$ cat config.mk
export PLATFORM = sky130hd
export DESIGN_NAME = dts_rx
export DESIGN_NICKNAME = d
export VERILOG_FILES = /design/src/hdl/dts_rx_pkg.sv /design/src/hdl/dts_deformatter.sv /design/src/hdl/dts_reorder.sv /design/src/hdl/dts_offsetter.sv /design/src/hdl/dts_rx_regs.sv /design/src/hdl/dts_rx.sv
export VERILOG_INCLUDE_DIRS = /design/src /design/src/hdl
export SDC_FILE = /design/constraint.sdc
export NUM_CORES = 2
export LEC_CHECK = 0
export BUFFER_PORTS_ARGS = -buffer_cell sky130_fd_sc_hd__buf_4
export CAP_MARGIN = 15
export CORE_ASPECT_RATIO = 0.8
export CORE_MARGIN = 2
export CORE_UTILIZATION = 44
export DETAILED_ROUTE_END_ITERATION = 12
export PLACE_DENSITY_LB_ADDON = 0.08
export SETUP_SLACK_MARGIN = 0.1
export SLEW_MARGIN = 30
export SYNTH_ARGS = -nofsm -noshare
export SYNTH_HDL_FRONTEND = slang
export SYNTH_SLANG_ARGS = --single-unit
$ cat constraint.sdc
create_clock -name gt_clkout -period 2.2 [get_ports gt_clkout]
set_input_delay 0.44 -clock gt_clkout [delete_from_list [all_inputs] [get_ports gt_clkout]]
set_output_delay 0.44 -clock gt_clkout [all_outputs]
set_load 0.005 [all_outputs]
$ cat src/hdl/dts_rx_params.svh
`ifndef DTS_RX_PARAMS_SVH
`define DTS_RX_PARAMS_SVH

// Channel count and word geometry
`define RX_N_CHAN        4
`define RX_WORD_W        40
`define RX_PAYLOAD_W     32

// Header marker sits in the top bits of the gearbox word
`define RX_SYNC_W        5
`define RX_SYNC_PATTERN  5'b10110

// Lock acquisition
`define RX_LOCK_COUNT    8   // consecutive good headers
`define RX_HOLDOFF       16  // words ignored after a slip

// Offsetter depth range
`define RX_DEPTH_W       4
`define RX_DEPTH_MAX     15
`define RX_DEPTH_RESET   4

`endif

$ cat src/hdl/dts_rx_pkg.sv
`include "dts_rx_params.svh"

package dts_rx_pkg;

  // One deformatted frame with flags in header order
  typedef struct packed {
    logic [`RX_PAYLOAD_W-1:0] payload;
    logic                     ten_sec;
    logic                     one_sec;
    logic                     index;
  } rx_frame_t;

  // Source channel number for the reorder crossbar
  typedef logic [$clog2(`RX_N_CHAN)-1:0] chan_sel_t;

endpackage

$ cat src/hdl/dts_deformatter.sv
`include "dts_rx_params.svh"

module dts_deformatter (
  input  logic                  gt_clkout,
  input  logic                  arst_n_i,
  input  logic [`RX_WORD_W-1:0] rx_word_i,
  output logic                  slip_o,
  output dts_rx_pkg::rx_frame_t frame_o,
  output logic                  frame_valid_o,
  output logic                  locked_o
);
  import dts_rx_pkg::*;

  localparam int unsigned MARK_LSB = `RX_WORD_W - `RX_SYNC_W;
  localparam int unsigned GOOD_W   = $clog2(`RX_LOCK_COUNT);
  localparam int unsigned HOLD_W   = $clog2(`RX_HOLDOFF + 1);

  localparam logic [GOOD_W-1:0] GOOD_LAST = GOOD_W'(`RX_LOCK_COUNT - 1);
  localparam logic [HOLD_W-1:0] HOLD_LOAD = HOLD_W'(`RX_HOLDOFF);

  rx_frame_t         frame_q;
  logic [GOOD_W-1:0] good_cnt_q;
  logic [HOLD_W-1:0] hold_cnt_q;
  logic              locked_q;
  logic              slip_q;
  logic              hdr_ok;
  logic              in_holdoff;

  ////////////////////
  // Header search
  ////////////////////

  assign hdr_ok     = (rx_word_i[`RX_WORD_W-1:MARK_LSB] == `RX_SYNC_PATTERN);
  assign in_holdoff = (hold_cnt_q != '0);   // Gearbox still settling

  // Lock and slip state.
  // A slip is only requested while unlocked; a locked channel that sees
  // a bad header just falls back to counting without moving the gearbox.
  always_ff @(posedge gt_clkout or negedge arst_n_i) begin
    if (!arst_n_i) begin
      good_cnt_q <= '0;
      hold_cnt_q <= '0;
      locked_q   <= 1'b0;
      slip_q     <= 1'b0;
    end else begin
      slip_q <= 1'b0;                       // Single cycle pulse
      if (in_holdoff) begin
        hold_cnt_q <= hold_cnt_q - 1'b1;
        good_cnt_q <= '0;                   // Words here do not count
      end else if (hdr_ok) begin
        if (good_cnt_q == GOOD_LAST) begin
          locked_q <= 1'b1;                 // Saturate and hold lock
        end else begin
          good_cnt_q <= good_cnt_q + 1'b1;
        end
      end else begin
        good_cnt_q <= '0;
        locked_q   <= 1'b0;
        if (!locked_q) begin
          slip_q     <= 1'b1;
          hold_cnt_q <= HOLD_LOAD;
        end
      end
    end
  end

  ////////////////////
  // Payload extract
  ////////////////////

  // Header flags ten_sec, one_sec and index sit just above the payload
  always_ff @(posedge gt_clkout) begin
    frame_q <= {rx_word_i[`RX_PAYLOAD_W-1:0],
                rx_word_i[`RX_PAYLOAD_W+2:`RX_PAYLOAD_W]};
  end

  assign frame_o       = frame_q;
  assign frame_valid_o = locked_q;          // Frame is good only once locked
  assign locked_o      = locked_q;
  assign slip_o        = slip_q;

  // Gearbox must not see two slips inside the settle window
  a_slip_spacing : assert property (
    @(posedge gt_clkout) disable iff (!arst_n_i)
    slip_q |=> !slip_q [*`RX_HOLDOFF]
  );

  // Lock cannot come back while the holdoff words are still passing
  a_no_lock_in_holdoff : assert property (
    @(posedge gt_clkout) disable iff (!arst_n_i)
    slip_q |-> !locked_q [*`RX_HOLDOFF + 1]
  );

endmodule

$ cat src/hdl/dts_reorder.sv
`include "dts_rx_params.svh"

module dts_reorder (
  input  logic                   gt_clkout,
  input  logic                   arst_n_i,
  input  dts_rx_pkg::chan_sel_t  sel_i,
  input  dts_rx_pkg::rx_frame_t  frames_i [`RX_N_CHAN],
  input  logic [`RX_N_CHAN-1:0]  valids_i,
  output dts_rx_pkg::rx_frame_t  frame_o,
  output logic                   frame_valid_o
);
  import dts_rx_pkg::*;

  rx_frame_t frame_q;
  logic      valid_q;

  // Selected frame
  always_ff @(posedge gt_clkout) begin
    frame_q <= frames_i[sel_i];
  end

  // Valid follows the same source so a select change lands on a word edge
  always_ff @(posedge gt_clkout or negedge arst_n_i) begin
    if (!arst_n_i) begin
      valid_q <= 1'b0;
    end else begin
      valid_q <= valids_i[sel_i];
    end
  end

  assign frame_o       = frame_q;
  assign frame_valid_o = valid_q;

endmodule

$ cat src/hdl/dts_offsetter.sv
`include "dts_rx_params.svh"

module dts_offsetter (
  input  logic                   gt_clkout,
  input  logic                   arst_n_i,
  input  logic                   offset_rst_i,
  input  logic                   advance_i,
  input  logic                   delay_i,
  input  dts_rx_pkg::rx_frame_t  frame_i,
  input  logic                   frame_valid_i,
  output dts_rx_pkg::rx_frame_t  frame_o,
  output logic                   frame_valid_o,
  output logic [`RX_DEPTH_W-1:0] depth_o
);
  import dts_rx_pkg::*;

  localparam int unsigned N_TAP = `RX_DEPTH_MAX + 1;

  localparam logic [`RX_DEPTH_W-1:0] DEPTH_MAX = `RX_DEPTH_W'(`RX_DEPTH_MAX);
  localparam logic [`RX_DEPTH_W-1:0] DEPTH_RST = `RX_DEPTH_W'(`RX_DEPTH_RESET);

  rx_frame_t                line_q [`RX_DEPTH_MAX];
  logic [`RX_DEPTH_MAX-1:0] vld_line_q;
  rx_frame_t                tap [N_TAP];
  logic [N_TAP-1:0]         tap_vld;
  logic [`RX_DEPTH_W-1:0]   depth_q;
  logic [`RX_PAYLOAD_W-1:0] payload_q;
  logic [2:0]               flags_q;
  logic                     valid_q;

  ////////////////////
  // Delay line
  ////////////////////

  assign tap[0]     = frame_i;              // Depth 0 taps the input
  assign tap_vld[0] = frame_valid_i;

  for (genvar i = 1; i < N_TAP; i++) begin : g_tap
    assign tap[i] = line_q[i-1];
  end
  assign tap_vld[N_TAP-1:1] = vld_line_q;

  always_ff @(posedge gt_clkout) begin
    line_q[0] <= frame_i;
    for (int i = 1; i < `RX_DEPTH_MAX; i++) begin
      line_q[i] <= line_q[i-1];
    end
  end

  always_ff @(posedge gt_clkout or negedge arst_n_i) begin
    if (!arst_n_i) begin
      vld_line_q <= '0;
    end else begin
      vld_line_q <= {vld_line_q[`RX_DEPTH_MAX-2:0], frame_valid_i};
    end
  end

  // Saturating depth control
  always_ff @(posedge gt_clkout or negedge arst_n_i) begin
    if (!arst_n_i) begin
      depth_q <= DEPTH_RST;
    end else if (offset_rst_i) begin
      depth_q <= DEPTH_RST;
    end else if (advance_i && depth_q != '0) begin
      depth_q <= depth_q - 1'b1;
    end else if (delay_i && depth_q != DEPTH_MAX) begin
      depth_q <= depth_q + 1'b1;
    end
  end

  ////////////////////
  // Output tap
  ////////////////////

  always_ff @(posedge gt_clkout) begin
    payload_q <= tap[depth_q].payload;
  end

  // Flags held low whenever the tapped word is not valid
  always_ff @(posedge gt_clkout or negedge arst_n_i) begin
    if (!arst_n_i) begin
      valid_q <= 1'b0;
      flags_q <= '0;
    end else begin
      valid_q <= tap_vld[depth_q];
      flags_q <= tap_vld[depth_q] ?
                 {tap[depth_q].ten_sec, tap[depth_q].one_sec, tap[depth_q].index} : 3'b000;
    end
  end

  assign frame_o       = {payload_q, flags_q};
  assign frame_valid_o = valid_q;
  assign depth_o       = depth_q;

  a_depth_range : assert property (
    @(posedge gt_clkout) disable iff (!arst_n_i)
    depth_q <= DEPTH_MAX
  );

  // Register block never issues both pulses together
  a_adv_dly_excl : assert property (
    @(posedge gt_clkout) disable iff (!arst_n_i)
    !(advance_i && delay_i)
  );

endmodule

$ cat src/hdl/dts_rx_regs.sv
`include "dts_rx_params.svh"

module dts_rx_regs (
  input  logic                               gt_clkout,
  input  logic                               arst_n_i,
  input  logic                               reg_we_i,
  input  logic                               reg_re_i,
  input  logic [3:0]                         reg_addr_i,
  input  logic [31:0]                        reg_wdata_i,
  output logic [31:0]                        reg_rdata_o,
  input  logic [`RX_N_CHAN-1:0]              locked_i,
  input  logic [`RX_DEPTH_W*`RX_N_CHAN-1:0]  depth_i,
  output dts_rx_pkg::chan_sel_t              sel_o [`RX_N_CHAN],
  output logic [`RX_N_CHAN-1:0]              advance_o,
  output logic [`RX_N_CHAN-1:0]              delay_o,
  output logic                               offset_rst_o
);
  import dts_rx_pkg::*;

  localparam int unsigned SEL_W = $bits(chan_sel_t);

  // Register map
  localparam logic [3:0] ADDR_CTRL    = 4'd0;
  localparam logic [3:0] ADDR_MUX     = 4'd1;
  localparam logic [3:0] ADDR_ADVANCE = 4'd2;
  localparam logic [3:0] ADDR_DELAY   = 4'd3;
  localparam logic [3:0] ADDR_STATUS  = 4'd4;
  localparam logic [3:0] ADDR_DEPTH   = 4'd5;

  chan_sel_t                   sel_q [`RX_N_CHAN];
  logic [SEL_W*`RX_N_CHAN-1:0] mux_rd;
  logic [31:0]                 rd_data;
  logic                        wr_ctrl;
  logic                        wr_mux;
  logic                        wr_adv;
  logic                        wr_dly;

  assign wr_ctrl = reg_we_i && (reg_addr_i == ADDR_CTRL);
  assign wr_mux  = reg_we_i && (reg_addr_i == ADDR_MUX);
  assign wr_adv  = reg_we_i && (reg_addr_i == ADDR_ADVANCE);
  assign wr_dly  = reg_we_i && (reg_addr_i == ADDR_DELAY);

  ////////////////////
  // MUX register
  ////////////////////

  always_ff @(posedge gt_clkout or negedge arst_n_i) begin
    if (!arst_n_i) begin
      for (int k = 0; k < `RX_N_CHAN; k++) begin
        sel_q[k] <= chan_sel_t'(k);         // Identity map
      end
    end else if (wr_mux) begin
      for (int k = 0; k < `RX_N_CHAN; k++) begin
        sel_q[k] <= reg_wdata_i[k*SEL_W +: SEL_W];
      end
    end
  end

  for (genvar k = 0; k < `RX_N_CHAN; k++) begin : g_mux_rd
    assign mux_rd[k*SEL_W +: SEL_W] = sel_q[k];
  end
  assign sel_o = sel_q;

  // Write strobes become one-cycle pulses
  always_ff @(posedge gt_clkout or negedge arst_n_i) begin
    if (!arst_n_i) begin
      offset_rst_o <= 1'b0;
      advance_o    <= '0;
      delay_o      <= '0;
    end else begin
      offset_rst_o <= wr_ctrl && reg_wdata_i[0];
      advance_o    <= wr_adv ? reg_wdata_i[`RX_N_CHAN-1:0] : '0;
      delay_o      <= wr_dly ? reg_wdata_i[`RX_N_CHAN-1:0] : '0;
    end
  end

  ////////////////////
  // Read back
  ////////////////////

  always_comb begin
    case (reg_addr_i)
      ADDR_MUX:    rd_data = 32'(mux_rd);
      ADDR_STATUS: rd_data = 32'(locked_i);
      ADDR_DEPTH:  rd_data = 32'(depth_i);
      default:     rd_data = '0;          // CTRL and pulse regs read zero
    endcase
  end

  always_ff @(posedge gt_clkout or negedge arst_n_i) begin
    if (!arst_n_i) begin
      reg_rdata_o <= '0;
    end else if (reg_re_i) begin
      reg_rdata_o <= rd_data;
    end
  end

  a_adv_pulse : assert property (
    @(posedge gt_clkout) disable iff (!arst_n_i)
    wr_adv |=> (advance_o == $past(reg_wdata_i[`RX_N_CHAN-1:0]))
  );

endmodule

$ cat src/hdl/dts_rx.sv
`include "dts_rx_params.svh"

module dts_rx (
  input  logic                     gt_clkout,
  input  logic                     arst_n_i,
  input  logic [`RX_WORD_W-1:0]    rx_data_i [`RX_N_CHAN],
  output logic [`RX_N_CHAN-1:0]    slip_o,
  input  logic                     reg_we_i,
  input  logic                     reg_re_i,
  input  logic [3:0]               reg_addr_i,
  input  logic [31:0]              reg_wdata_i,
  output logic [31:0]              reg_rdata_o,
  output logic [`RX_PAYLOAD_W-1:0] frame_payload_o [`RX_N_CHAN],
  output logic [`RX_N_CHAN-1:0]    frame_valid_o,
  output logic [`RX_N_CHAN-1:0]    index_o,
  output logic [`RX_N_CHAN-1:0]    one_sec_o,
  output logic [`RX_N_CHAN-1:0]    ten_sec_o,
  output logic [`RX_N_CHAN-1:0]    locked_o
);
  import dts_rx_pkg::*;

  rx_frame_t                          def_frame [`RX_N_CHAN];
  logic [`RX_N_CHAN-1:0]              def_valid;
  rx_frame_t                          reo_frame [`RX_N_CHAN];
  logic [`RX_N_CHAN-1:0]              reo_valid;
  rx_frame_t                          off_frame [`RX_N_CHAN];
  chan_sel_t                          sel [`RX_N_CHAN];
  logic [`RX_N_CHAN-1:0]              advance;
  logic [`RX_N_CHAN-1:0]              delay;
  logic                               offset_rst;
  logic [`RX_DEPTH_W*`RX_N_CHAN-1:0]  depth;

  for (genvar c = 0; c < `RX_N_CHAN; c++) begin : g_chan
    dts_deformatter i_deformatter (
      .gt_clkout     (gt_clkout),
      .arst_n_i      (arst_n_i),
      .rx_word_i     (rx_data_i[c]),
      .slip_o        (slip_o[c]),
      .frame_o       (def_frame[c]),
      .frame_valid_o (def_valid[c]),
      .locked_o      (locked_o[c])
    );

    // Output c may pick any deformatter
    dts_reorder i_reorder (
      .gt_clkout     (gt_clkout),
      .arst_n_i      (arst_n_i),
      .sel_i         (sel[c]),
      .frames_i      (def_frame),
      .valids_i      (def_valid),
      .frame_o       (reo_frame[c]),
      .frame_valid_o (reo_valid[c])
    );

    dts_offsetter i_offsetter (
      .gt_clkout     (gt_clkout),
      .arst_n_i      (arst_n_i),
      .offset_rst_i  (offset_rst),
      .advance_i     (advance[c]),
      .delay_i       (delay[c]),
      .frame_i       (reo_frame[c]),
      .frame_valid_i (reo_valid[c]),
      .frame_o       (off_frame[c]),
      .frame_valid_o (frame_valid_o[c]),
      .depth_o       (depth[c*`RX_DEPTH_W +: `RX_DEPTH_W])
    );

    assign frame_payload_o[c] = off_frame[c].payload;
    assign index_o[c]         = off_frame[c].index;
    assign one_sec_o[c]       = off_frame[c].one_sec;
    assign ten_sec_o[c]       = off_frame[c].ten_sec;
  end

  dts_rx_regs i_regs (
    .gt_clkout    (gt_clkout),
    .arst_n_i     (arst_n_i),
    .reg_we_i     (reg_we_i),
    .reg_re_i     (reg_re_i),
    .reg_addr_i   (reg_addr_i),
    .reg_wdata_i  (reg_wdata_i),
    .reg_rdata_o  (reg_rdata_o),
    .locked_i     (locked_o),
    .depth_i      (depth),
    .sel_o        (sel),
    .advance_o    (advance),
    .delay_o      (delay),
    .offset_rst_o (offset_rst)
  );

endmodule

Word-level counts from Yosys, hierarchy flattened
Memory sizes are Yosys's and may differ from the RTL's.
Cells that the tools add are included.
Storage, ports and cells
  bits in registers: 593
  memory bits (writable): 2100
  input bits: 200
  output and inout port bits: 184
  logic and storage cells: 298
  memories: 4
Memories
  g_chan[0].i_offsetter.line_q: words 15, width 35, read ports 15, clocked after memory_dff 0, write ports 15, RTL line dts_offsetter.sv:22  | rx_frame_t line_q [`RX_DEPTH_MAX];
  g_chan[1].i_offsetter.line_q: words 15, width 35, read ports 15, clocked after memory_dff 0, write ports 15, RTL line dts_offsetter.sv:22
  g_chan[2].i_offsetter.line_q: words 15, width 35, read ports 15, clocked after memory_dff 0, write ports 15, RTL line dts_offsetter.sv:22
  g_chan[3].i_offsetter.line_q: words 15, width 35, read ports 15, clocked after memory_dff 0, write ports 15, RTL line dts_offsetter.sv:22
Operators by class
  add/subtract/negate cells: 16
  order comparisons: 16
  equal/unequal tests: 33
  mux-type cells: 103
  bitwise logic cells: 12
  reduce and logical (&&, ||, !) cells: 34
Operators by type and width (number)
  binary-select mux 35 bit (select 4 bit): 4
  2-to-1 mux 35 bit: 16
  binary-select mux 35 bit (select 2 bit): 4
  2-to-1 mux 5 bit: 12
  2-to-1 mux 4 bit: 14
  2-to-1 mux 3 bit: 16
  one-hot mux 16 bit (3 select lines): 1
  2-to-1 mux 1 bit: 28
  inequality test 2 bit (second input constant): 12
  equality test 5 bit (second input constant): 4
  >= comparator 5 bit (second input constant): 4
  < comparator 4 x 5 -> 1 bit (second input constant): 4
  NOT 4 -> 5 bit: 4
  nonzero test 5 bit: 4
  subtractor 5 x 1 -> 5 bit (second input constant): 4
  adder 4 x 1 -> 4 bit (second input constant): 4
  binary-select mux 1 bit (select 4 bit): 4
  inequality test 4 bit (second input constant): 4
  AND reduction 2 bit: 8
  nonzero test 4 bit: 4
  subtractor 4 x 1 -> 4 bit (second input constant): 4
  logical AND 1 bit: 13
  adder 3 x 1 -> 3 bit (second input constant): 4
  equality test 3 bit (second input constant): 4
  11 further kinds: 34

Depth between registers and ports, before layout
  depth in word-level cells: 5
  depth in mapped cells: 10
  mapped depth without buffers: 7

Cells and area by module
A second synthesis with hierarchy kept.
Second synthesis, totals
  cell total of the unflattened synthesis: 4355
  area total of the unflattened synthesis: 78386.4 µm²
Modules (own cells, without submodules)
  dts_offsetter (g_chan[1].i_offsetter ...): times used 2, cells each 923, area an instance 16372.0 µm², sequential area each 11727.5 µm²
  dts_offsetter (g_chan[3].i_offsetter): times used 1, cells each 906, area an instance 16407.0 µm², sequential area each 11727.5 µm²
  dts_offsetter (g_chan[0].i_offsetter): times used 1, cells each 841, area an instance 16355.7 µm², sequential area each 11727.5 µm²
  dts_reorder: times used 4, cells each 80, area an instance 1650.3 µm², sequential area each 725.7 µm²
  dts_deformatter: times used 4, cells each 77, area an instance 1189.9 µm², sequential area each 950.9 µm²
  dts_rx_regs: times used 1, cells each 134, area an instance 1519.0 µm², sequential area each 830.8 µm²

Worst setup path after synthesis
Ideal clock, no wire load.
  kind: register -> register
  start point: register g_chan[3].i_offsetter.depth_q[0]
  end point: register g_chan[3].i_offsetter.depth_q[2]
  setup time: 82 ps
  arrival: 2205 ps
  data required time: 2118 ps
  setup slack: -86 ps
  cell stages (with the launch flop): 9
  clock period less this slack: 2286 ps
  cells stage by stage: dfrtp_1 -> buf_2 -> buf_2 -> o41ai_2 -> inv_1 -> fa_1 -> xor2_1 -> and3_1 -> a211o_1
On the way
  longest elaborated chain between the ends: 4
  elaborated cells between the ends (all ways): 10
  classes of those cells: add/sub (2); eq/ne (1); mux (3); reduce/logical (4)
RTL lines
  start, declared: RTL line dts_offsetter.sv:26  | logic [`RX_DEPTH_W-1:0] depth_q;
  start signal, assigned: RTL line dts_offsetter.sv:65  | depth_q <= depth_q - 1'b1;
  start signal, assigned: RTL line dts_offsetter.sv:67  | depth_q <= depth_q + 1'b1;
  adder 4 x 1 -> 4 bit / nonzero test 4 bit (equally long branches): RTL line dts_offsetter.sv:67, dts_offsetter.sv:64
  2-to-1 mux 4 bit / logical AND 1 bit (equally long branches): RTL line dts_offsetter.sv:66, dts_offsetter.sv:64
  2-to-1 mux 4 bit: RTL line dts_offsetter.sv:64  | end else if (advance_i && depth_q != '0) begin
  2-to-1 mux 4 bit: RTL line dts_offsetter.sv:62  | end else if (offset_rst_i) begin
Parallel ways exist; a longest one is shown, timed or not. The select of a mux whose other input is x is not followed.
A chain may end at the register's enable or synchronous reset.

Final worst setup path
  start point: register g_chan[0].i_offsetter.depth_q[0]
  end point: register g_chan[0].i_offsetter.payload_q[14]
On the way
  longest elaborated chain between the ends: 4
RTL lines
  start, declared: RTL line dts_offsetter.sv:26
  start signal, assigned: RTL line dts_offsetter.sv:65
  start signal, assigned: RTL line dts_offsetter.sv:67
  NOT 4 -> 5 bit (not written as such): RTL line dts_offsetter.sv:76  | payload_q <= tap[depth_q].payload;
  binary-select mux 35 bit (select 4 bit): RTL line dts_offsetter.sv:76
  2-to-1 mux 35 bit (2 in series)
  end signal, assigned: RTL line dts_offsetter.sv:76
  end, declared: RTL line dts_offsetter.sv:27  | logic [`RX_PAYLOAD_W-1:0] payload_q;
Every way passes these cells. The select of a mux whose other input is x is not followed.

==> Implementation_results.wiki <==
{| class="wikitable"
! Metric !! Value
|-
| Combinational cell fraction of total power || 25.7%
|-
| Total vias in the final route || 38,500
|-
| Endpoint class of the critical path || flip-flop
|-
| Uppermost signal routing layer after detailed routing || met5
|-
| CTS tree || done
|-
| Library cell occupying the most area in the post-synthesis netlist || sky130_fd_sc_hd__dfxtp_1
|-
| Pre-antenna DRT Iters || 5
|-
| Seq. cell area || 54,500 um2
|-
| Ys async rst share || 6.31%
|-
| Number of synthesized flops with an enable pin || 0
|-
| Share of layout cells above drive strength 1 || 33.1%
|-
| CTS Root Cell || sky130_fd_sc_hd__clkbuf_16
|-
| Detailed-route wire length per cell || 22.6 um
|-
| Post-detailed-route count of antenna-violating nets || 0
|-
| Final Hold Vio Count || 0
|-
| Internal power component || 0.110 W
|-
| Multi-input combinational cell area || 22,400 um2
|-
| Total Negative Setup Slacks || 0 ns
|-
| Wire length on met3 || 6.85 mm
|-
| I/O Pins || 384
|-
| Row count || 138
|-
| Highest clock rate || 477 MHz
|-
| Area share of the leading cell type in the synthesized netlist || 64.3%
|-
| DRC violation count after routing || 0
|-
| Length of routed met2 wiring || 83.4 mm
|-
| Total routed wire length on the met1 layer || 80.7 mm
|-
| Net switching power of the design || 0.0416 W
|-
| Number of cells in the design after placement || 7,105
|-
| Number of setup violations in the final report || 0
|-
| Final worst clock skew || 0.0295 ns
|-
| Max capacitance violation total || 0
|-
| Inserted Clock Buffers || 239
|-
| Count of fill cells added during filler insertion || 14,000
|-
| Synth unique cells || 54
|-
| Chip height || 381 um
|-
| Die Footprint || 181,000 um2
|-
| Outcome || finished, final reports clean
|-
| Leakage component of the power || 37.6 nW
|-
| Power density normalized to cell area || 1590 nW/um2
|-
| Proportion of total power due to net switching || 27.4%
|-
| Part of the cycle the worst path needs || 95.3%
|-
| Starting Density || 44.2%
|-
| Warning count from the yosys run || 0
|-
| CP Max Fanout || 9
|-
| Final Max Slew Viols || 0
|-
| Post-DP HPWL || 117 mm
|-
| Maximum number of pins on one net before global-route repair || 73
|-
| Top library cells by usage in the layout, fill and taps aside || sky130_fd_sc_hd__dfxtp_1 (2,508), sky130_fd_sc_hd__mux4_2 (747), sky130_fd_sc_hd__buf_4 (457), sky130_fd_sc_hd__clkbuf_16 (257), sky130_fd_sc_hd__dlygate4sd3_1 (162)
|-
| Tightest Hold Check Type || in2reg
|-
| Core Footprint || 177,000 um2
|-
| Share of synthesized area occupied by flip-flops and latches || 69.7%
|-
| Arrival time of the worst setup path || 2.80 ns
|-
| Final #Nets || 5,383
|-
| Overall routing resource usage || 19.3%
|-
| Dominant cells by area after synthesis || sky130_fd_sc_hd__dfxtp_1 (64%), sky130_fd_sc_hd__mux4_2 (22%), sky130_fd_sc_hd__dfrtp_1 (5.2%)
|-
| Post-route insts no fill || 7,749
|-
| Setup repair after global routing missed its margin || yes
|-
| Category of the critical setup timing path || reg2reg
|-
| Final weighted congestion in routability-driven placement || 0.774
|-
| Final worst path period need || 2.10 ns
|-
| Syn Area/Cell || 17.5 um2
|-
| Via-per-instance ratio || 4.97
|-
| Sink Count || 2,677
|-
| Clock Tree Buf Depth || 3
|-
| Worst supply voltage drop on vdd || 883 uV
|-
| Cell count after synthesis || 4,469
|-
| DRC marker count from the first detailed-route iteration || 2,143
|-
| Total chip power || 0.152 W
|-
| Sequential Power Share || 46.2%
|-
| Final wirelength || 175 mm
|-
| Area added between synthesis and finish || 21.8%
|-
| Clock power frac || 28.1%
|-
| CP required || 2.90 ns
|-
| Total grt overflow || 0
|-
| Post-synthesis cell area || 78,100 um2
|-
| Initial antenna violation count || 40
|-
| Buffers on Ports || 343
|-
| Actual transition at the worst max-transition pin || 0.649 ns
|-
| Die Span X || 475 um
|-
| Number of levels in the clock H-tree || 4
|-
| Clock latency on the worst-skew pair || 0.85 ns
|-
| Vias in the first global route || 40,600
|-
| Startpoint Class || flip-flop
|-
| Leading cell type in the layout, fill and taps excluded || sky130_fd_sc_hd__dfxtp_1
|-
| Main synth FF type || sky130_fd_sc_hd__dfxtp_1
|-
| Worst-case headroom to the max-slew limit || 56.7%
|-
| Clk slew on worst S/H paths || 0.06 ns
|-
| #FFs+latches synth || 2,677
|-
| Wire length of the first global-routing pass || 261 mm
|}
[cell type report]
cell class,instances,area share (%)
Sequential cell,2677,57.3
Multi-Input combinational cell,1500,23.5
Clock inverter,88,1.08
Timing Repair Buffer,709,7.29
Antenna cell,8,0.0210
Clock buffer,355,7.55
Tap cell,2380,3.13
Inverter,32,0.126
[per-layer routing]
metal	vias up	global-route usage [%]
met4	2	5.59
met1	19700	27.3
met2	686	30.4
li1	17900	-
met5	-	0
met3	259	3.34
[metrics by stage]
| stage | instance area, um2 | setup WS (ns) | util, % | hold WS (ns) |
|---|---|---|---|---|
| after floorplan | 78300 | 0.0403 | - | 0.144 |
| after global placement | 84600 | 0.0682 | 47.9 | 0.327 |
| after detailed placement | 84600 | 0.0603 | 47.9 | 0.331 |
| after CTS | 94500 | 0.0558 | 53.5 | 0.00822 |
| after global routing | 95200 | 0.0350 | 53.9 | 0.0879 |
| final | 95200 | 0.103 | 53.9 | 0.0689 |
[synth_stat cells (all sizes together) (5+ instances only)]
cell / number
clkbuf: 97
nand2: 35
nand3: 15
nand4: 5
o22ai: 13
xor2: 12
dfxtp: 2508
nand4b: 6
or3b: 6
nor2b: 102
nand3b: 7
mux2: 18
a22oi: 8
inv: 31
mux4: 747
mux2i: 142
buf: 178
o21ai: 27
a21o: 11
dfstp: 8
a21oi: 112
a211oi: 101
ha: 20
dfrtp: 161
a31oi: 7
and2: 8
nor2: 35
o211ai: 12
nor4: 7
[registers in the layout, summed over array words and instances (netlist names), 12 cells and up]
name / count
g_chan.i_deformatter.frame_o: 140
g_chan.i_deformatter.good_cnt_q: 12
g_chan.i_deformatter.hold_cnt_q: 20
g_chan.i_offsetter.depth_o: 16
g_chan.i_offsetter.flags_q: 12
g_chan.i_offsetter.line_q: 2100
g_chan.i_offsetter.payload_q: 128
g_chan.i_offsetter.vld_line_q: 60
g_chan.i_reorder.frame_o: 140
i_regs.reg_rdata_o: 16
[cell families after synthesis]
group           after synthesis  share of synthesized area, %
compound gates              298                          2.45
xor+xnor                     12                         0.135
fa+ha+maj                    24                         0.423
buf+inv                     307                          1.93
flops                      2677                          69.7
mux                         907                          23.6
other cells                   1                       0.00480
simple gates                243                          1.77
[worst max-delay path, cell delays in order (launching register included)]
cell and delay (ns):
sky130_fd_sc_hd__dfrtp_4 0.55, sky130_fd_sc_hd__buf_12 0.22, sky130_fd_sc_hd__buf_12 0.15, sky130_fd_sc_hd__mux4_2 0.51, sky130_fd_sc_hd__mux4_2 0.52
[path summary, 6_finish.rpt]
kind	startpoint	endpoint	slack (ns)	depth (start not counted)
worst max-delay path	g_chan[0].i_offsetter.depth_o[0]$_DFFE_PN0P_	g_chan[0].i_offsetter.payload_q[14]$_DFF_P_	0.10	4
worst min-delay path	rx_data_i[118]	g_chan[1].i_deformatter.good_cnt_q[2]$_DFFE_PN0P_	0.07	5
worst max register to register	g_chan[0].i_offsetter.depth_o[0]$_DFFE_PN0P_	g_chan[0].i_offsetter.payload_q[14]$_DFF_P_	0.10	4
worst min register to register	g_chan[0].i_offsetter.line_q[0][67]$_DFF_P_	g_chan[0].i_offsetter.line_q[0][102]$_DFF_P_	0.33	0
max in group asynchronous	arst_n_i	i_regs.sel_o[1]$_DFFE_PN1P_	1.32	3
min in group asynchronous	arst_n_i	i_regs.reg_rdata_o[9]$_DFFE_PN0P_	0.15	2
[repair_timing]
| item | CTS | global route |
|---|---|---|
| gates cloned | 0 | 12 |
| resized for setup | 15 | 39 |
| setup buffers | 8 | 11 |
| setup endpoints to repair | 24 | 75 |
| endpoints found under the hold margin | 344 | 0 |
| pin swaps | 2 | 5 |
| hold buffers | 162 | 0 |
[power by group through the flow]
stage,clock network [W],registers [W],logic (W)
global placement,0,0.0710,0.0380
CTS,0.0437,0.0704,0.0386
detailed placement,0,0.0712,0.0380
finish,0.0426,0.0701,0.0390
global route,0.0457,0.0718,0.0420
floorplan,0,0.0677,0.0264
No activity file was read; power rests on OpenSTA's default activity.
